==> config.mk <==
export PLATFORM = sky130hd
export DESIGN_NAME = cdr_debug_top
export DESIGN_NICKNAME = d
export VERILOG_FILES = /design/src/hw/dbg_pkg.sv /design/src/hw/jtag_pkg.sv /design/src/hw/dbg_intf.sv /design/src/hw/capture_sram.sv /design/src/hw/cdr_debug_top.sv /design/src/hw/cdr_loop.sv /design/src/hw/jtag.sv /design/src/hw/jtag_regs.sv /design/src/hw/jtag_tap.sv
export VERILOG_INCLUDE_DIRS = /design/src /design/src/include
export SDC_FILE = /design/constraint.sdc
export NUM_CORES = 1
export LEC_CHECK = 0
export ABC_CLOCK_PERIOD_IN_PS = 6600
export CAP_MARGIN = 30
export CORE_MARGIN = 10
export CORE_UTILIZATION = 47
export CTS_BUF_LIST = sky130_fd_sc_hd__clkbuf_8
export DETAILED_ROUTE_END_ITERATION = 8
export DONT_BUFFER_PORTS = 1
export SLEW_MARGIN = 20
export SYNTH_ARGS = -nofsm -noshare
export SYNTH_HDL_FRONTEND = slang
export SYNTH_SLANG_ARGS = --single-unit
==> constraint.sdc <==
create_clock -name clk -period 6.6 [get_ports clk]
set_input_delay 0.99 -clock clk [delete_from_list [all_inputs] [get_ports clk]]
set_output_delay 0.99 -clock clk [all_outputs]
set_load 0.01 [all_outputs]
==> src/include/dbg_macros.svh <==
`ifndef DBG_MACROS_SVH
`define DBG_MACROS_SVH

// Instruction register
`define DBG_IR_W 4

// Loop estimates
`define DBG_PH_W 16
`define DBG_FR_W 16

// Phase detector sample, signed
`define DBG_PD_W 8

// Gains are right-shift counts
`define DBG_K_W 4
`define DBG_PI_W 8

// Capture memory depth is 2**DBG_ADDR_W
`define DBG_ADDR_W 6

`define DBG_IDCODE 32'h1cd0_5a01

`endif
==> src/hw/dbg_pkg.sv <==
`include "dbg_macros.svh"

package dbg_pkg;

	// First member is the MSB, so en_capture is shifted in and out first
	typedef struct packed {
		// Releases both cores from reset
		logic                  int_rstb;
		logic [`DBG_K_W-1:0]   kp;
		logic [`DBG_K_W-1:0]   ki;
		logic                  en_ext_pi_ctl;
		logic [`DBG_PI_W-1:0]  ext_pi_ctl;
		logic                  en_capture;
	} dbg_cfg_t;

	// Raw accumulator values, two's complement
	typedef struct packed {
		logic [`DBG_PH_W-1:0]  phase_est;
		logic [`DBG_FR_W-1:0]  freq_est;
	} dbg_sts_t;

endpackage

==> src/hw/jtag_pkg.sv <==
`include "dbg_macros.svh"

package jtag_pkg;

	typedef enum logic [3:0] {
		TEST_LOGIC_RESET,
		RUN_TEST_IDLE,
		SELECT_DR_SCAN,
		CAPTURE_DR,
		SHIFT_DR,
		EXIT1_DR,
		PAUSE_DR,
		EXIT2_DR,
		UPDATE_DR,
		SELECT_IR_SCAN,
		CAPTURE_IR,
		SHIFT_IR,
		EXIT1_IR,
		PAUSE_IR,
		EXIT2_IR,
		UPDATE_IR
	} tap_state_t;

	// Codes not listed here decode to BYPASS
	typedef enum logic [`DBG_IR_W-1:0] {
		IDCODE    = `DBG_IR_W'h1,
		CONFIG    = `DBG_IR_W'h2,
		STATUS    = `DBG_IR_W'h3,
		SRAM_ADDR = `DBG_IR_W'h4,
		SRAM_DATA = `DBG_IR_W'h5,
		BYPASS    = `DBG_IR_W'hf
	} jtag_instr_t;

endpackage

==> src/hw/dbg_intf.sv <==
`include "dbg_macros.svh"

`default_nettype none

interface cdr_debug_intf;
	logic                  rstb;
	logic [`DBG_K_W-1:0]   kp;
	logic [`DBG_K_W-1:0]   ki;
	logic                  en_ext_pi_ctl;
	logic [`DBG_PI_W-1:0]  ext_pi_ctl;
	logic [`DBG_PH_W-1:0]  phase_est;
	logic [`DBG_FR_W-1:0]  freq_est;

	modport jtag (output rstb, kp, ki, en_ext_pi_ctl, ext_pi_ctl,
		input phase_est, freq_est);
	modport cdr (input rstb, kp, ki, en_ext_pi_ctl, ext_pi_ctl,
		output phase_est, freq_est);
endinterface

interface sram_debug_intf;
	logic                   rstb;
	logic                   en_capture;
	// Read address from the scan chain
	logic [`DBG_ADDR_W-1:0] in_addr;
	// Write pointer
	logic [`DBG_ADDR_W-1:0] addr;
	logic [`DBG_PD_W-1:0]   out_data;

	modport jtag (output rstb, en_capture, in_addr, input addr, out_data);
	modport sram (input rstb, en_capture, in_addr, output addr, out_data);
endinterface

`default_nettype wire

==> src/hw/capture_sram.sv <==
`include "dbg_macros.svh"

`default_nettype none

module capture_sram (
	input wire logic clk,
	input wire logic [`DBG_PD_W-1:0] pd_err_i,
	input wire logic pd_valid_i,
	sram_debug_intf.sram dbg
);
	logic [`DBG_PD_W-1:0] mem [2**`DBG_ADDR_W];
	logic wr_en;

	assign wr_en = dbg.rstb & dbg.en_capture & pd_valid_i;

	// Write pointer wraps at the memory depth
	always_ff @(posedge clk) begin
		if (!dbg.rstb)
			dbg.addr <= '0;
		else if (wr_en)
			dbg.addr <= dbg.addr + 1'b1;
	end

	always_ff @(posedge clk) begin
		if (wr_en)
			mem[dbg.addr] <= pd_err_i;
		dbg.out_data <= mem[dbg.in_addr];
	end
endmodule

`default_nettype wire

==> src/hw/cdr_debug_top.sv <==
`include "dbg_macros.svh"

`default_nettype none

module cdr_debug_top (
	input wire logic clk,
	input wire logic rst_n_i,
	input wire logic tck_i,
	input wire logic tms_i,
	input wire logic tdi_i,
	input wire logic trst_n_i,
	output logic tdo_o,
	input wire logic [`DBG_PD_W-1:0] pd_err_i,
	input wire logic pd_valid_i,
	output logic [`DBG_PI_W-1:0] pi_ctl_o
);
	logic tck_rise, tck_fall;
	logic tms, tdi, trst_n;
	logic capture_dr, shift_dr, update_dr;
	logic dr_tdo;
	jtag_pkg::jtag_instr_t instr;
	dbg_pkg::dbg_cfg_t cfg;
	dbg_pkg::dbg_sts_t sts;
	logic [`DBG_ADDR_W-1:0] sram_addr_sel;
	logic [`DBG_ADDR_W-1:0] sram_addr;
	logic [`DBG_PD_W-1:0] sram_data;

	cdr_debug_intf cdbg_intf_i ();
	sram_debug_intf sdbg_intf_i ();

	jtag jtag_i (.clk(clk), .rst_n_i(rst_n_i), .tck_i(tck_i), .tms_i(tms_i), .tdi_i(tdi_i),
		.trst_n_i(trst_n_i), .cfg_i(cfg), .sram_addr_sel_i(sram_addr_sel),
		.tck_rise_o(tck_rise), .tck_fall_o(tck_fall), .tms_o(tms), .tdi_o(tdi),
		.trst_n_o(trst_n), .sts_o(sts), .sram_addr_o(sram_addr), .sram_data_o(sram_data),
		.cdbg(cdbg_intf_i), .sdbg(sdbg_intf_i));

	jtag_tap tap_i (.clk(clk), .rst_n_i(rst_n_i), .tck_rise_i(tck_rise),
		.tck_fall_i(tck_fall), .tms_i(tms), .tdi_i(tdi), .trst_n_i(trst_n),
		.dr_tdo_i(dr_tdo), .capture_dr_o(capture_dr), .shift_dr_o(shift_dr),
		.update_dr_o(update_dr), .instr_o(instr), .tdo_o(tdo_o));

	jtag_regs regs_i (.clk(clk), .rst_n_i(rst_n_i), .tck_rise_i(tck_rise), .tdi_i(tdi),
		.capture_dr_i(capture_dr), .shift_dr_i(shift_dr), .update_dr_i(update_dr),
		.instr_i(instr), .sts_i(sts), .sram_addr_i(sram_addr), .sram_data_i(sram_data),
		.cfg_o(cfg), .sram_addr_sel_o(sram_addr_sel), .dr_tdo_o(dr_tdo));

	cdr_loop cdr_i (.clk(clk), .pd_err_i(pd_err_i), .pd_valid_i(pd_valid_i),
		.dbg(cdbg_intf_i), .pi_ctl_o(pi_ctl_o));

	capture_sram sram_i (.clk(clk), .pd_err_i(pd_err_i), .pd_valid_i(pd_valid_i),
		.dbg(sdbg_intf_i));
endmodule

`default_nettype wire

==> src/hw/cdr_loop.sv <==
`include "dbg_macros.svh"

`default_nettype none

module cdr_loop (
	input wire logic clk,
	input wire logic [`DBG_PD_W-1:0] pd_err_i,
	input wire logic pd_valid_i,
	cdr_debug_intf.cdr dbg,
	output logic [`DBG_PI_W-1:0] pi_ctl_o
);
	logic signed [`DBG_FR_W-1:0] pd_fr;
	logic signed [`DBG_PH_W-1:0] pd_ph;
	logic signed [`DBG_FR_W-1:0] fr_step;
	logic signed [`DBG_PH_W-1:0] ph_step;
	logic [`DBG_FR_W-1:0] freq_nxt;
	logic [`DBG_PH_W-1:0] phase_nxt;

	// Sign extend before the arithmetic shifts
	assign pd_fr = {{(`DBG_FR_W-`DBG_PD_W){pd_err_i[`DBG_PD_W-1]}}, pd_err_i};
	assign pd_ph = {{(`DBG_PH_W-`DBG_PD_W){pd_err_i[`DBG_PD_W-1]}}, pd_err_i};
	assign fr_step = pd_fr >>> dbg.ki;
	assign ph_step = pd_ph >>> dbg.kp;

	// Integral path first, proportional path adds on top of it
	assign freq_nxt = dbg.freq_est + fr_step;
	assign phase_nxt = dbg.phase_est + `DBG_PH_W'(freq_nxt) + ph_step;

	always_ff @(posedge clk) begin
		if (!dbg.rstb) begin
			dbg.freq_est <= '0;
			dbg.phase_est <= '0;
		end else if (pd_valid_i) begin
			dbg.freq_est <= freq_nxt;
			dbg.phase_est <= phase_nxt;
		end
	end

	always_ff @(posedge clk) begin
		if (dbg.en_ext_pi_ctl)
			pi_ctl_o <= dbg.ext_pi_ctl;
		else
			pi_ctl_o <= dbg.phase_est[`DBG_PH_W-1 -: `DBG_PI_W];
	end
endmodule

`default_nettype wire

==> src/hw/jtag.sv <==
`include "dbg_macros.svh"

`default_nettype none

module jtag (
	input wire logic clk,
	input wire logic rst_n_i,
	input wire logic tck_i,
	input wire logic tms_i,
	input wire logic tdi_i,
	input wire logic trst_n_i,
	input wire dbg_pkg::dbg_cfg_t cfg_i,
	input wire logic [`DBG_ADDR_W-1:0] sram_addr_sel_i,
	output logic tck_rise_o,
	output logic tck_fall_o,
	output logic tms_o,
	output logic tdi_o,
	output logic trst_n_o,
	output dbg_pkg::dbg_sts_t sts_o,
	output logic [`DBG_ADDR_W-1:0] sram_addr_o,
	output logic [`DBG_PD_W-1:0] sram_data_o,
	cdr_debug_intf.jtag cdbg,
	sram_debug_intf.jtag sdbg
);
	// Two sync stages, third tck stage for edge detect
	logic [2:0] tck_sync;
	logic [1:0] tms_sync;
	logic [1:0] tdi_sync;
	logic [1:0] trst_sync;

	always_ff @(posedge clk) begin
		if (!rst_n_i) begin
			tck_sync <= '0;
			tms_sync <= '0;
			tdi_sync <= '0;
			trst_sync <= '0;
		end else begin
			tck_sync <= {tck_sync[1:0], tck_i};
			tms_sync <= {tms_sync[0], tms_i};
			tdi_sync <= {tdi_sync[0], tdi_i};
			trst_sync <= {trst_sync[0], trst_n_i};
		end
	end

	assign tck_rise_o = tck_sync[1] & ~tck_sync[2];
	assign tck_fall_o = ~tck_sync[1] & tck_sync[2];
	assign tms_o = tms_sync[1];
	assign tdi_o = tdi_sync[1];
	assign trst_n_o = trst_sync[1];

	// CDR loop
	assign cdbg.rstb = rst_n_i & cfg_i.int_rstb;
	assign cdbg.kp = cfg_i.kp;
	assign cdbg.ki = cfg_i.ki;
	assign cdbg.en_ext_pi_ctl = cfg_i.en_ext_pi_ctl;
	assign cdbg.ext_pi_ctl = cfg_i.ext_pi_ctl;
	assign sts_o.phase_est = cdbg.phase_est;
	assign sts_o.freq_est = cdbg.freq_est;

	// Capture memory
	assign sdbg.rstb = rst_n_i & cfg_i.int_rstb;
	assign sdbg.en_capture = cfg_i.en_capture;
	assign sdbg.in_addr = sram_addr_sel_i;
	assign sram_addr_o = sdbg.addr;
	assign sram_data_o = sdbg.out_data;
endmodule

`default_nettype wire

==> src/hw/jtag_regs.sv <==
`include "dbg_macros.svh"

`default_nettype none

module jtag_regs (
	input wire logic clk,
	input wire logic rst_n_i,
	input wire logic tck_rise_i,
	input wire logic tdi_i,
	input wire logic capture_dr_i,
	input wire logic shift_dr_i,
	input wire logic update_dr_i,
	input wire jtag_pkg::jtag_instr_t instr_i,
	input wire dbg_pkg::dbg_sts_t sts_i,
	input wire logic [`DBG_ADDR_W-1:0] sram_addr_i,
	input wire logic [`DBG_PD_W-1:0] sram_data_i,
	output dbg_pkg::dbg_cfg_t cfg_o,
	output logic [`DBG_ADDR_W-1:0] sram_addr_sel_o,
	output logic dr_tdo_o
);
	// IDCODE and STATUS are the widest registers
	localparam int DR_W = 32;
	localparam int MSB_W = $clog2(DR_W);
	localparam int CFG_W = $bits(dbg_pkg::dbg_cfg_t);

	logic [DR_W-1:0] dr_sr;
	logic [MSB_W-1:0] dr_msb;

	// TDI enters at the top bit of the selected register
	always_comb begin
		case (instr_i)
			jtag_pkg::IDCODE:    dr_msb = MSB_W'(DR_W - 1);
			jtag_pkg::CONFIG:    dr_msb = MSB_W'(CFG_W - 1);
			jtag_pkg::STATUS:    dr_msb = MSB_W'($bits(dbg_pkg::dbg_sts_t) - 1);
			jtag_pkg::SRAM_ADDR: dr_msb = MSB_W'(`DBG_ADDR_W - 1);
			jtag_pkg::SRAM_DATA: dr_msb = MSB_W'(`DBG_PD_W - 1);
			default:             dr_msb = '0;
		endcase
	end

	always_ff @(posedge clk) begin
		if (tck_rise_i && capture_dr_i) begin
			case (instr_i)
				jtag_pkg::IDCODE:    dr_sr <= `DBG_IDCODE;
				jtag_pkg::CONFIG:    dr_sr <= DR_W'(cfg_o);
				jtag_pkg::STATUS:    dr_sr <= DR_W'(sts_i);
				jtag_pkg::SRAM_ADDR: dr_sr <= DR_W'(sram_addr_i);
				jtag_pkg::SRAM_DATA: dr_sr <= DR_W'(sram_data_i);
				default:             dr_sr <= '0;
			endcase
		end else if (tck_rise_i && shift_dr_i) begin
			dr_sr <= {1'b0, dr_sr[DR_W-1:1]};
			dr_sr[dr_msb] <= tdi_i;
		end
	end

	always_ff @(posedge clk) begin
		if (!rst_n_i) begin
			cfg_o <= '0;
			sram_addr_sel_o <= '0;
		end else if (tck_rise_i && update_dr_i) begin
			if (instr_i == jtag_pkg::CONFIG)
				cfg_o <= dbg_pkg::dbg_cfg_t'(dr_sr[CFG_W-1:0]);
			else if (instr_i == jtag_pkg::SRAM_ADDR)
				sram_addr_sel_o <= dr_sr[`DBG_ADDR_W-1:0];
		end
	end

	assign dr_tdo_o = dr_sr[0];
endmodule

`default_nettype wire

==> src/hw/jtag_tap.sv <==
`include "dbg_macros.svh"

`default_nettype none

module jtag_tap (
	input wire logic clk,
	input wire logic rst_n_i,
	input wire logic tck_rise_i,
	input wire logic tck_fall_i,
	input wire logic tms_i,
	input wire logic tdi_i,
	input wire logic trst_n_i,
	input wire logic dr_tdo_i,
	output logic capture_dr_o,
	output logic shift_dr_o,
	output logic update_dr_o,
	output jtag_pkg::jtag_instr_t instr_o,
	output logic tdo_o
);
	jtag_pkg::tap_state_t state, state_nxt;
	logic [`DBG_IR_W-1:0] ir_sr;

	always_comb begin
		case (state)
			jtag_pkg::TEST_LOGIC_RESET: state_nxt = tms_i ? jtag_pkg::TEST_LOGIC_RESET : jtag_pkg::RUN_TEST_IDLE;
			jtag_pkg::RUN_TEST_IDLE:    state_nxt = tms_i ? jtag_pkg::SELECT_DR_SCAN : jtag_pkg::RUN_TEST_IDLE;
			jtag_pkg::SELECT_DR_SCAN:   state_nxt = tms_i ? jtag_pkg::SELECT_IR_SCAN : jtag_pkg::CAPTURE_DR;
			jtag_pkg::CAPTURE_DR:       state_nxt = tms_i ? jtag_pkg::EXIT1_DR : jtag_pkg::SHIFT_DR;
			jtag_pkg::SHIFT_DR:         state_nxt = tms_i ? jtag_pkg::EXIT1_DR : jtag_pkg::SHIFT_DR;
			jtag_pkg::EXIT1_DR:         state_nxt = tms_i ? jtag_pkg::UPDATE_DR : jtag_pkg::PAUSE_DR;
			jtag_pkg::PAUSE_DR:         state_nxt = tms_i ? jtag_pkg::EXIT2_DR : jtag_pkg::PAUSE_DR;
			jtag_pkg::EXIT2_DR:         state_nxt = tms_i ? jtag_pkg::UPDATE_DR : jtag_pkg::SHIFT_DR;
			jtag_pkg::UPDATE_DR:        state_nxt = tms_i ? jtag_pkg::SELECT_DR_SCAN : jtag_pkg::RUN_TEST_IDLE;
			jtag_pkg::SELECT_IR_SCAN:   state_nxt = tms_i ? jtag_pkg::TEST_LOGIC_RESET : jtag_pkg::CAPTURE_IR;
			jtag_pkg::CAPTURE_IR:       state_nxt = tms_i ? jtag_pkg::EXIT1_IR : jtag_pkg::SHIFT_IR;
			jtag_pkg::SHIFT_IR:         state_nxt = tms_i ? jtag_pkg::EXIT1_IR : jtag_pkg::SHIFT_IR;
			jtag_pkg::EXIT1_IR:         state_nxt = tms_i ? jtag_pkg::UPDATE_IR : jtag_pkg::PAUSE_IR;
			jtag_pkg::PAUSE_IR:         state_nxt = tms_i ? jtag_pkg::EXIT2_IR : jtag_pkg::PAUSE_IR;
			jtag_pkg::EXIT2_IR:         state_nxt = tms_i ? jtag_pkg::UPDATE_IR : jtag_pkg::SHIFT_IR;
			default:                    state_nxt = tms_i ? jtag_pkg::SELECT_DR_SCAN : jtag_pkg::RUN_TEST_IDLE;
		endcase
	end

	always_ff @(posedge clk) begin
		if (!rst_n_i || !trst_n_i) begin
			state <= jtag_pkg::TEST_LOGIC_RESET;
			instr_o <= jtag_pkg::IDCODE;
		end else begin
			if (tck_rise_i)
				state <= state_nxt;
			if (state == jtag_pkg::TEST_LOGIC_RESET) begin
				instr_o <= jtag_pkg::IDCODE;
			end else if (tck_rise_i && state_nxt == jtag_pkg::UPDATE_IR) begin
				case (ir_sr)
					jtag_pkg::IDCODE, jtag_pkg::CONFIG, jtag_pkg::STATUS,
					jtag_pkg::SRAM_ADDR, jtag_pkg::SRAM_DATA:
						instr_o <= jtag_pkg::jtag_instr_t'(ir_sr);
					default:
						instr_o <= jtag_pkg::BYPASS;
				endcase
			end
		end
	end

	// IR capture pattern ends in 01
	always_ff @(posedge clk) begin
		if (tck_rise_i) begin
			if (state == jtag_pkg::CAPTURE_IR)
				ir_sr <= `DBG_IR_W'(1);
			else if (state == jtag_pkg::SHIFT_IR)
				ir_sr <= {tdi_i, ir_sr[`DBG_IR_W-1:1]};
		end
	end

	// TDO moves on the falling edge so it is stable at the next rise
	always_ff @(posedge clk) begin
		if (!rst_n_i || !trst_n_i) begin
			tdo_o <= 1'b0;
		end else if (tck_fall_i) begin
			if (state == jtag_pkg::SHIFT_IR)
				tdo_o <= ir_sr[0];
			else if (state == jtag_pkg::SHIFT_DR)
				tdo_o <= dr_tdo_i;
			else
				tdo_o <= 1'b0;
		end
	end

	// Levels, qualified by tck_rise in the data registers
	assign capture_dr_o = (state == jtag_pkg::CAPTURE_DR);
	assign shift_dr_o = (state == jtag_pkg::SHIFT_DR);
	assign update_dr_o = (state_nxt == jtag_pkg::UPDATE_DR);
endmodule

`default_nettype wire

### After elaboration in Yosys (flattened, before gate mapping)

Memories as Yosys holds them, arrays and structs flattened. A register that Yosys moved wholly into a read port is not among the register bits.
Index checks and enable logic that the tools add are counted.

* memory bits (read-only): 0
* output and inout port bits: 9
* bits in latches: 0
* bits of input ports: 15
* bits in writable memories: 512
* register bits after elaboration: 125
* memories kept: 1

Memory list
* sram_i.mem: depth 64, bits a word 8, read ports 1, clocked after memory_dff 1, write ports 1, line capture_sram.sv:11 `` logic [`DBG_PD_W-1:0] mem [2**`DBG_ADDR_W]; ``

* reductions and logical operators: 19
* $mul: 0
* magnitude comparators: 2
* divide/modulo/power cells: 0
* bitwise gates (word level): 8
* shifts and indexed selects: 2
* $add $sub $neg: 4
* multiplexer cells: 27
* equal/unequal tests: 24

Operators with widths (count)
* 32-bit case mux with 5 select lines: 1
* 32-bit two-way mux: 2
* 16-bit adder: 3
* 4-bit case mux with 11 select lines: 1
* 32-bit bitwise mux: 1
* 4-bit by 3-bit equality test with 1-bit output (second input constant): 8
* 4-bit equality test (second input constant): 8
* 8-bit by 4-bit >>> shifter with 16-bit output: 2
* 4-bit by 2-bit equality test with 1-bit output (second input constant): 6
* 4-bit two-way mux: 6
* 5-bit case mux with 4 select lines: 1
* 4-bit by 1-bit equality test with 1-bit output (second input constant): 2
* 1-bit two-way mux: 8
* 8-bit two-way mux: 1
* 2-bit OR reduction: 4
* 6-bit by 1-bit adder with 6-bit output (second input constant): 1
* 5-bit by 6-bit < comparator with 1-bit output (second input constant): 1
* 2-bit two-way mux: 3
* 3-bit two-way mux: 2
* 1-bit bitwise AND: 5
* 1-bit demux with 5-bit select: 1
* 5-bit by 1-bit >= comparator with 1-bit output (second input constant): 1
* 1-bit logical AND: 5
* 5-bit OR reduction: 1
* 7 further kinds: 12

### Longest topological paths before layout

Gate-level depths: netlist of run 1.

* word-level depth: 10
* depth in mapped cells: 23

### Hierarchy

From an unflattened synthesis of run 1, not the netlist that was laid out.

* cells, all modules: 1776
* area total of the unflattened synthesis: 28345.9 um^2

Modules (own cells, without submodules)
* capture_sram: cells each 947, area each 20357.0 um^2, instances 1, sequential area each 15655.0 um^2
* cdr_loop: cells each 399, area each 3632.2 um^2, instances 1, sequential area each 800.8 um^2
* jtag_regs: cells each 251, area each 2777.7 um^2, instances 1, sequential area each 1461.4 um^2
* jtag_tap: cells each 87, area each 790.8 um^2, instances 1, sequential area each 300.3 um^2
* jtag: cells each 92, area each 788.3 um^2, instances 1, sequential area each 180.2 um^2

### Worst setup path before layout of run 1

No wires, ideal clock.

* kind: input to register
* from: input pd_err_i[7]
* to: register cdr_i.dbg.phase_est[15]
* data arrival time: 5.607 ns
* buffers on the path: 0
* setup slack: 0.877 ns
* setup time: 0.116 ns
* cell stages on the path: 20
* path through: mux4_2 > mux2i_1 > o21ai_0 > ha_1 > fa_1 > a21o_1 > a21oi_1 > o21ai_0 > a31o_2 > a21boi_0 > xor2_1 > fa_1 > inv_1 > ha_1 > a21o_1 > a21oi_1 > and3b_1 > a221o_1 > xnor3_1 > a31o_2

* word-level cells in the longest chain between the ends: 4

Ends and longest elaborated chain
* start: declaration: line cdr_debug_top.sv:13 `` input wire logic [`DBG_PD_W-1:0] pd_err_i, ``
* 8-bit by 4-bit >>> shifter with 16-bit output: line cdr_loop.sv:22 `assign fr_step = pd_fr >>> dbg.ki;`
* 16-bit adder: line cdr_loop.sv:26 `assign freq_nxt = dbg.freq_est + fr_step;`
* 16-bit adder: line cdr_loop.sv:27 `` assign phase_nxt = dbg.phase_est + `DBG_PH_W'(freq_nxt) + ph_step; ``
* 16-bit adder (*): line cdr_loop.sv:27
* end signal: assignment: line cdr_loop.sv:35 `dbg.phase_est <= phase_nxt;`
* end: declaration: line dbg_intf.sv:17 `output phase_est, freq_est);`

Mark *: on every way between the ends. The rest lies on a longest branch, timed or not.
A chain may end at the register's enable or synchronous reset.

### Final worst setup path of run 1

* from: register regs_i.cfg_o[10] (netlist bit)
* to: register cdr_i.dbg.phase_est[15]

* word-level cells in the longest chain between the ends: 4

Ends and longest elaborated chain
* start: declaration: line jtag_regs.sv:17 `output dbg_pkg::dbg_cfg_t cfg_o,`
* start signal: assignment: line jtag_regs.sv:63 `cfg_o <= dbg_pkg::dbg_cfg_t'(dr_sr[CFG_W-1:0]);`
* 8-bit by 4-bit >>> shifter with 16-bit output: line cdr_loop.sv:22
* 16-bit adder: line cdr_loop.sv:26
* 16-bit adder (2 in a row): line cdr_loop.sv:27

No other way between the ends.

==> impl_metrics.tcl, run 1 <==
set metrics [dict create \
    vdd_drop_max_uv 228 \
    hold_viol 0 \
    topRoutingLayerUsed "met4" \
    async_flop_share_pct 0 \
    power.density_nw_per_um2 260 \
    relSlewSlack_pct 33.2 \
    via_per_inst 5.78 \
    status "finished clean" \
    setup_viol 0 \
    drtIter0Drc 1211 \
    initial_core_util_pct 47.5 \
    dieHeight_um 262 \
    final_nets 1784 \
    total_power_mw 7.86 \
    maxCapViolCount 0 \
    critPathLaunchType "register" \
    final_antenna_net_count 0 \
    antenna_found_initial 1 \
    dieArea_um2 68500 \
    grt_pass1_wl_um 92300 \
    setup_tns_ps 0 \
    grt_pass1_vias 15100 \
    ioPinCount 24 \
    ctsHoldBuffers 0 \
    portBuffers 0 \
    drt_first_pass_iters 5 \
    grt-ovfl-total 0 \
    synth-edff-count 548 \
    wl_met1_um 25600 \
    ys.flop_type "edfxtp_1" \
    final_common_cell "edfxtp_1" \
    fin_crit_sh_pct 89.8 \
    skew_ps 35.5 \
    gpl.final_weighted_congestion 0.848 \
    synth.net_count 1747 \
    grt_max_degree 89 \
    instances_no_fill 2572 \
    setup_slack_ps 675 \
    crit_path_max_fanout 11 \
    synthCells 1685 \
    yosys_warnings 0 \
    dpl.hpwl_um 37400 \
    final_layout_size_suffix_gt1_share_pct 19.9 \
    synth_cell_type_count 62 \
    post_drt_wl_per_cell_um 23.4 \
    place_area_um2 28200 \
    tightest_slew_ps 998 \
    cts_tree "done" \
    fin_crit_ps 5930 \
    power.leakage_nw 9.72 \
    wl_met3_um 3450 \
    wl_um 60100 \
    holdWs_ps 382 \
    place_ws_ps 421 \
    rsz0062_at_grt "no" \
    grt_use_total_pct 17.8 \
    cts_buffers 105 \
    core_um2 57800 \
    ys_seq_area_share_pct 67.0 \
    cts_root_buffer "clkbuf_8" \
    dr_wl_met2_um 29500 \
    cts.sinks 645 \
    most-common-layout-cells "edfxtp_1, mux4_2, nor2_1" \
    cp.required_ps 7210 \
    max_freq_mhz 169 \
    numPlacedInstances 2373 \
    cts_max_level 3 \
    r2r_slack_ps 670 \
    clkLatencyLatePin_ps 720 \
    end_kind "register" \
    hold_path.class "in2reg" \
    drc 0 \
    syn-cell-area_um2 27500 \
    ctsResizeCount 0 \
    row_count 88 \
    final_area_um2 30200 \
    clkTransAtPathRegs_ps 60 \
    synth-seq-cells 645 \
    worstSetupPathType "reg2reg" \
    cts_max_path_buffers 3 \
    worst_ep_arrival_time_ps 6530 \
    die_x_um 262 \
    vias 14900 \
    postCtsSetupRepairBufs 0 \
    maxSlewViolCount 0 \
    syn2layout_area_growth_pct 10.1 \
    syn_avg_cell_area_um2 16.3 \
    final_core_util_pct 52.3 \
]
[metal layers]
metal / track usage [%] / vias up
met3: 3.33 / 119
met4: 6.31 / 0
li1: - / 6675
met1: 23.7 / 7623
met2: 29.0 / 454
met5: 0 / -
[power by group]
part / switching [mW] / leakage, nW / internal [mW]
logic: 0.0783 / 2.86 / 0.0649
registers: 0.00219 / 5.71 / 4.41
clock network: 1.59 / 1.15 / 1.71
total: 1.67 / 9.72 / 6.19
[cells by family (layout without fill, tap and decap cells)]
group                      Yosys count  after routing  share of synthesized area (%)
DFF                                645            645                           67.0
buffers and inverters              158            279                           2.47
xor gates and xnor gates            28             28                          0.943
muxes                              210            210                           15.3
AOI/OAI and AO/OA                  237            237                           5.73
adders and majority gates           47             47                           2.61
other                                0              1                              0
and+or+nand+nor                    360            360                           5.96
[flip-flops by register name (all words and copies together) (netlist names)]
register                flops
regs_i.sram_addr_sel_o      6
sram_i.dbg.addr             6
jtag_i.tck_sync             3
sram_i.mem                512
tap_i.state                 4
tap_i.ir_sr                 4
sram_i.dbg.out_data         8
regs_i.dr_sr               32
cdr_i.pi_ctl_o              8
cdr_i.dbg.phase_est        16
jtag_i.tdi_sync             2
regs_i.cfg_o               19
jtag_i.trst_sync            2
tap_i.instr_o               4
tap_i.tdo_o                 1
jtag_i.tms_sync             2
cdr_i.dbg.freq_est         16
[cells in the mapped netlist (all sizes together) (3+ instances only)]
| master | n | area, µm² |
|---|---|---|
| nor4 | 3 | 25.0 |
| o311ai | 3 | 26.3 |
| mux4 | 167 | 3760 |
| or2 | 4 | 25.0 |
| nand3b | 3 | 22.5 |
| o21ai | 48 | 240 |
| nor2 | 128 | 480 |
| edfxtp | 548 | 16500 |
| a31o | 5 | 43.8 |
| nor2b | 27 | 169 |
| or3 | 5 | 31.3 |
| a21boi | 22 | 165 |
| a21oi | 62 | 310 |
| buf | 32 | 204 |
| a211oi | 18 | 135 |
| fa | 17 | 340 |
| a2111oi | 3 | 26.3 |
| o21bai | 4 | 30.0 |
| ha | 30 | 375 |
| a22oi | 6 | 45.0 |
| o211ai | 4 | 30.0 |
| xor2 | 13 | 114 |
| xnor2 | 14 | 123 |
| and3 | 4 | 25.0 |
| nor3 | 18 | 90.1 |
| a31oi | 9 | 56.3 |
| inv | 60 | 225 |
| nand4 | 7 | 43.8 |
| o21a | 4 | 30.0 |
| a222oi | 14 | 140 |
| clkbuf | 66 | 248 |
| nand2 | 113 | 424 |
| nand2b | 7 | 43.8 |
| mux2 | 5 | 56.3 |
| nand3 | 14 | 70.1 |
| and2 | 17 | 106 |
| a21o | 13 | 97.6 |
| or4 | 3 | 22.5 |
| a22o | 6 | 52.6 |
| mux2i | 38 | 380 |
| dfxtp | 97 | 1940 |
[cell type report]
cell class	count	area (µm²)
clock inverters	78	450
clock buffers	113	1560
multi-input cells	882	8390
inverters	60	225
diodes	1	2.50
well taps	765	957
flip-flops and latches	645	18400
repair buffers	28	235
fillers	4750	27600
[path summary, 6_finish.rpt]
path	startpoint	end	depth (start not counted)
max	regs_i.cfg_o[10]	cdr_i.dbg.phase_est[15]	20
min	pd_valid_i	cdr_i.dbg.phase_est[2]	1
max reg2reg	regs_i.cfg_o[10]	cdr_i.dbg.phase_est[15]	20
min reg2reg	jtag_i.tck_sync[0]	jtag_i.tck_sync[1]	1
[worst max-delay path: stages, from the launching register on]
cell      delay, ps
dfxtp_1         640
mux4_2          580
mux2i_1         140
o21ai_0         110
ha_1            260
fa_1            440
a21o_1          180
a21oi_1         270
o21ai_0         140
a31o_2          310
a21boi_0        330
xor2_1          140
fa_1            500
inv_1            40
ha_1            370
a21o_1          140
a21oi_1          70
and3b_1         190
a221o_1         370
xnor3_1         370
a31o_2          240
Power figures use the tool's default switching activity.
==> run 2, diff against run 1 <==
--- a/config.mk
+++ b/config.mk
@@ -6,7 +6,8 @@
 export SDC_FILE = /design/constraint.sdc
 export NUM_CORES = 1
 export LEC_CHECK = 0
-export ABC_CLOCK_PERIOD_IN_PS = 6600
+export ABC_AREA = 1
+export ABC_CLOCK_PERIOD_IN_PS = 6200
 export CAP_MARGIN = 30
 export CORE_MARGIN = 10
 export CORE_UTILIZATION = 47
==> constraint.sdc (replaced) <==
create_clock -name clk -period 6.2 [get_ports clk]
set_input_delay 0.93 -clock clk [delete_from_list [all_inputs] [get_ports clk]]
set_output_delay 0.93 -clock clk [all_outputs]
set_load 0.01 [all_outputs]
==> impl_metrics.tcl, run 2 <==
set metrics [dict create \
    cts_root_buffer "clkbuf_8" \
    most-common-layout-cells "edfxtp_1, nand2_1, nor2_1" \
    power.density_nw_per_um2 270 \
    drtIter0Drc 1908 \
    hold_path.class "in2reg" \
    die_x_um 266 \
    skew_ps 45.9 \
    syn2layout_area_growth_pct 9.16 \
    r2r_slack_ps 1710 \
    antenna_found_initial 2 \
    yosys_warnings 0 \
    core_um2 60200 \
    status "finished clean" \
    worstHoldStart "pd_err_i[1]" \
    maxCapViolCount 0 \
    final_core_util_pct 51.7 \
    hold_viol 0 \
    ff2ff_path_depth 20 \
    power.leakage_nw 11.7 \
    async_flop_share_pct 0 \
    path_buf_inv 4 \
    drt_first_pass_iters 8 \
    ys_top_cells_by_area "edfxtp_1, dfxtp_1, nand2_1" \
    worstSetupPathType "reg2reg" \
    synth-edff-count 548 \
    final_common_cell "edfxtp_1" \
    cp.required_ps 6800 \
    vias 20300 \
    post_drt_wl_per_cell_um 20.3 \
    grt_max_degree 145 \
    final_antenna_net_count 0 \
    yosysTopAreaCell "edfxtp_1" \
    grt_pass1_wl_um 113000 \
    row_count 90 \
    ys_seq_area_share_pct 64.4 \
    crit_path_max_fanout 12 \
    cp_top_family "adder cells" \
    use_met3_pct 3.62 \
    timing.rr.end "cdr_i.dbg.phase_est[9]" \
    dpl.hpwl_um 43100 \
    synth_commonest_cells "edfxtp_1, nand2_1, nor2_1" \
    synth.net_count 2857 \
    ctsResizeCount 0 \
    grt_use_total_pct 20.5 \
    grt_use_met1_pct 27.9 \
    netlist.area_leader.share_pct 57.6 \
    setup_viol 0 \
    fin_crit_sh_pct 72.3 \
    drc 0 \
    cts_max_path_buffers 3 \
    whs_endpoint "sram_i.mem[15][1]" \
    ctsHoldBuffers 0 \
    synth_cell_type_count 41 \
    r2r-start "regs_i.cfg_o[10]" \
    initial_core_util_pct 47.4 \
    largest_registers "sram_i.mem: 512 flops, regs_i.dr_sr: 32 flops, regs_i.cfg_o: 19 flops" \
    hold_depth 0 \
    multiInputGateArea_um2 8730 \
    cts_buffers 106 \
    postCtsSetupRepairBufs 0 \
    total_power_mw 8.42 \
    final_layout_size_suffix_gt1_share_pct 6.00 \
    max_freq_mhz 223 \
    use_met2_pct 32.8 \
    portBuffers 0 \
    fin_crit_ps 4490 \
    maxSlewViolCount 0 \
    tightest_slew_ps 976 \
    cts.sinks 645 \
    end_kind "register" \
    grt_pass1_vias 19500 \
    seqCellArea_um2 18400 \
    rsz0062_at_grt "no" \
    regMostFlops "sram_i.mem" \
    syn-cell-area_um2 28600 \
    critPathLaunchType "register" \
    dieArea_um2 71000 \
    critPathMaxStageDelay_ps 570 \
    setup_tns_ps 0 \
    ys.flop_type "edfxtp_1" \
    clkLatencyLatePin_ps 750 \
    dieHeight_um 266 \
    relSlewSlack_pct 34.7 \
    holdWs_ps 302 \
    largest_reg_flops 512 \
    grt-ovfl-total 0 \
    wl_um 74000 \
    cts_tree "done" \
    worst_ep_arrival_time_ps 5090 \
    crit_slowest_cell "dfxtp_1" \
    syn_avg_cell_area_um2 10.2 \
    gpl.final_weighted_congestion 0.864 \
    final_nets 2835 \
    synth-seq-cells 645 \
    clkTransAtPathRegs_ps 60 \
    vdd_drop_max_uv 146 \
    critical_path.cell_chain "inv_1 -> o21ai_0 -> nand2_1 -> o21ai_0 -> o221ai_1 -> ha_1 -> fa_1 -> nand3_1 -> nand2_1 -> xor2_1 -> inv_1 -> fa_1 -> inv_1 -> ha_1 -> a21oi_1 -> o21ai_0 -> a21oi_1 -> xnor2_1 -> o21ai_0 -> inv_1" \
    via_per_inst 5.58 \
    synthCells 2795 \
    nFillCells 5381 \
    top_usage_layer "met2" \
    cts_max_level 3 \
    ioPinCount 24 \
    synth.most_common_cell "edfxtp_1" \
]
==> run 2: cell type report <==
cell class              count  share of cell area, %
diodes                      1                0.00803
multi-input cells        1791                   28.0
flip-flops and latches    645                   59.0
inverters                 207                   2.51
repair buffers             22                  0.771
well taps                 782                   3.14
clock inverters            92                   1.70
clock buffers             109                   4.81
==> run 2: power by group <==
| part | total, mW | internal (mW) | switching, mW | leakage (nW) |
|---|---|---|---|---|
| Clock | 3.56 | 1.82 | 1.74 | 1.16 |
| Sequential | 4.70 | 4.70 | 0.00172 | 5.71 |
| Combinational | 0.161 | 0.0589 | 0.102 | 4.81 |
| Total | 8.42 | 6.57 | 1.85 | 11.7 |
==> run 2: kinds of logic (layout without fill, tap and decap cells) <==
logic type	count (synthesis)	count (layout)	share of synthesized area (%)
simple gates	1090	1090	15.2
flops	645	645	64.4
compound gates	633	633	12.2
buf+inv	359	430	5.06
fa+ha+maj	47	47	2.51
xor+xnor	21	21	0.644
other cells	0	1	0
==> run 2: metrics by stage <==
stage,instances,setup slack (ps),instance area (µm²)
4_1_cts,3644,1720,31100
6_report,3649,1710,31200
5_1_grt,3649,1280,31200
3_5_place_dp,3443,1050,29100
3_3_place_gp,3440,1150,29000
2_1_floorplan,2795,1440,28600
==> run 2: metal layers <==
layer	vias to the layer above	part of all wire [%]	wire [µm]
li1	9696	-	-
met1	9850	45	33100
met2	680	46	34300
met3	119	6.5	4820
met4	2	2.4	1770
met5	-	0.023	17
==> run 2: how the worst max path moves through the flow <==
stage          cells past startpoint                      end  slack, ps             start
2_1_floorplan                     23  cdr_i.dbg.phase_est[13]       1440       pd_err_i[7]
6_report                          20   cdr_i.dbg.phase_est[9]       1710  regs_i.cfg_o[10]
3_5_place_dp                      22  cdr_i.dbg.phase_est[13]       1050       pd_err_i[7]
4_1_cts                           22  cdr_i.dbg.phase_est[13]       1720  regs_i.cfg_o[10]
3_3_place_gp                      23  cdr_i.dbg.phase_est[13]       1150       pd_err_i[7]
5_1_grt                           25  cdr_i.dbg.phase_est[15]       1280       pd_err_i[7]
==> run 3, diff against run 2 <==
--- a/config.mk
+++ b/config.mk
@@ -6,8 +6,8 @@
 export SDC_FILE = /design/constraint.sdc
 export NUM_CORES = 1
 export LEC_CHECK = 0
-export ABC_AREA = 1
-export ABC_CLOCK_PERIOD_IN_PS = 6200
+export ABC_AREA = 0
+export ABC_CLOCK_PERIOD_IN_PS = 3700
 export CAP_MARGIN = 30
 export CORE_MARGIN = 10
 export CORE_UTILIZATION = 47
==> constraint.sdc (replaced) <==
create_clock -name clk -period 3.7 [get_ports clk]
set_input_delay 0.555 -clock clk [delete_from_list [all_inputs] [get_ports clk]]
set_output_delay 0.555 -clock clk [all_outputs]
set_load 0.01 [all_outputs]
==> impl_metrics.tcl, run 3 (synthesized netlist as in run 1, its figures left out) <==
set metrics [dict create \
    dpl.hpwl_um 38900 \
    cp.required_ps 4300 \
    rsz0062_at_grt "yes" \
    post_drt_wl_per_cell_um 23.8 \
    gpl.final_weighted_congestion 0.844 \
    final_common_cell "edfxtp_1" \
    largest_reg_flops 512 \
    end_kind "register" \
    crit_slowest_cell "mux4_2" \
    cts_max_level 3 \
    largest_registers "sram_i.mem: 512 flops, regs_i.dr_sr: 32 flops, regs_i.cfg_o: 19 flops" \
    final_layout_size_suffix_gt1_share_pct 26.9 \
    vdd_drop_max_uv 301 \
    relSlewSlack_pct 36.4 \
    cts_tree "done" \
    grt_pass1_vias 15800 \
    ioPinCount 24 \
    setup_viol 11 \
    max_freq_mhz 207 \
    maxSlewViolCount 0 \
    syn2layout_area_growth_pct 15.2 \
    cts_max_path_buffers 3 \
    grt_use_total_pct 19.0 \
    vias 15300 \
    worst_ep_arrival_time_ps 5440 \
    tightest_slew_ps 951 \
    clkTransAtPathRegs_ps 70 \
    crit_path_max_fanout 5 \
    hold_viol 0 \
    grt_max_degree 87 \
    skew_ps 45.3 \
    grt-ovfl-total 0 \
    fin_crit_sh_pct 131 \
    regMostFlops "sram_i.mem" \
    nFillCells 4608 \
    maxCapViolCount 0 \
    cts_buffers 104 \
    cp_top_family "compound AO/OA/AOI/OAI gates" \
    initial_core_util_pct 47.5 \
    drc 0 \
    hold_path.class "in2reg" \
    dieArea_um2 68500 \
    worstSetupPathType "reg2reg" \
    portBuffers 0 \
    fin_crit_ps 4830 \
    drtIter0Drc 1296 \
    clkLatencyLatePin_ps 720 \
    status "finished with violations" \
    critPathLaunchType "register" \
    most-common-layout-cells "edfxtp_1, mux4_2, nor2_1" \
    critical_path.cell_chain "mux4_2 -> mux2i_1 -> o21ai_1 -> ha_2 -> fa_2 -> a21o_1 -> a21oi_2 -> o21ai_1 -> a31o_2 -> a21boi_2 -> xor2_1 -> fa_1 -> inv_2 -> ha_4 -> a21o_1 -> a21oi_2 -> and3b_1 -> a221o_1 -> xnor3_1 -> a21oi_1 -> a31o_2" \
    power.density_nw_per_um2 445 \
    cts_root_buffer "clkbuf_8" \
    row_count 88 \
    antenna_found_initial 2 \
    drt_first_pass_iters 5 \
    violations "negative setup slack" \
    critPathMaxStageDelay_ps 510 \
    path_buf_inv 1 \
    cts.sinks 645 \
    final_core_util_pct 54.7 \
    die_x_um 262 \
    wl_um 64100 \
    final_nets 1906 \
    final_area_um2 31600 \
    core_um2 57800 \
    power.leakage_nw 10.4 \
    place_area_um2 29100 \
    via_per_inst 5.68 \
    dieHeight_um 262 \
    setup_slack_ps -1130 \
    final_antenna_net_count 0 \
    grt_pass1_wl_um 97600 \
]
[run 3: changes by cell type in the layout (fill, tap and decap cells not counted), sizes merged, moves of 117 or more]
cell	change
o21ai	-316
nor2	-294
nand3	-117
inv	-147
nand2	-404
o22ai	-127
mux4	+167
buf	+125
[run 3: power by group]
group          switching (mW)  internal (mW)  leakage, nW
combinational           0.279          0.237         3.60
sequential            0.00396           7.87         5.71
clock                    2.90           2.79         1.11
total                    3.18           10.9         10.4
[run 3: what timing repair did]
item                                   4_1_cts  5_1_grt
hold buffers                                13        1
gates resized for setup                     39       18
setup endpoints to repair                   12       13
pin swaps                                   21       26
setup buffers                                4       10
endpoints found under the hold margin      568       64
[run 3: per-stage QoR]
stage                     power, mW  TNS, ps  std cells  setup slack [ps]  hold slack (ps)
after floorplan                8.26    -6510       1685             -1110              412
after global placement         8.34   -10310       2478             -1290              419
after detailed placement       8.35   -10750       2479             -1350              431
after CTS                      14.2    -8260       2686             -1100             -111
after global routing           14.6   -11660       2694             -1350             53.9
final                          14.1    -8990       2694             -1130             93.7
[run 3: routing by layer]
| layer | track usage [%] | part of all wire, % |
|---|---|---|
| met1 | 25.0 | 42 |
| met2 | 30.2 | 48 |
| met3 | 4.13 | 6.5 |
| met4 | 8.17 | 4.0 |
| met5 | 0 | 0 |
[run 3: worst register-to-register path, cell delays in order, from the launching register on]
cell	delay, ps
dfxtp_4	390
mux4_2	510
mux2i_1	160
o21ai_1	80
ha_2	190
fa_2	340
a21o_1	180
a21oi_2	170
o21ai_1	80
a31o_2	310
a21boi_2	170
xor2_1	90
fa_1	500
inv_2	50
ha_4	260
a21o_1	130
a21oi_2	70
and3b_1	180
a221o_1	360
xnor3_1	230
a21oi_1	70
a31o_2	210
[run 3: path summary, 6_finish.rpt]
check,startpoint,to,slack [ps],cells after the start
setup / recovery,regs_i.cfg_o[10],cdr_i.dbg.phase_est[15],-1130,21
hold / removal,pd_valid_i,cdr_i.dbg.freq_est[11],90,2
hold reg to reg,jtag_i.tms_sync[0],jtag_i.tms_sync[1],440,1
setup reg to reg,regs_i.cfg_o[10],cdr_i.dbg.phase_est[15],-1130,21
[run 3: cell type report]
type                            count  area [µm²]  share of cell area (%)
Clock inverter                     80         393                    1.24
Clock buffer                      110        1510                    4.79
Sequential cell                   645       18400                    58.2
Multi-Input combinational cell    882        8660                    27.4
Timing Repair Buffer              151        1460                    4.61
Tap cell                          765         957                    3.03
Inverter                           60         225                   0.712
Antenna cell                        1        2.50                 0.00791
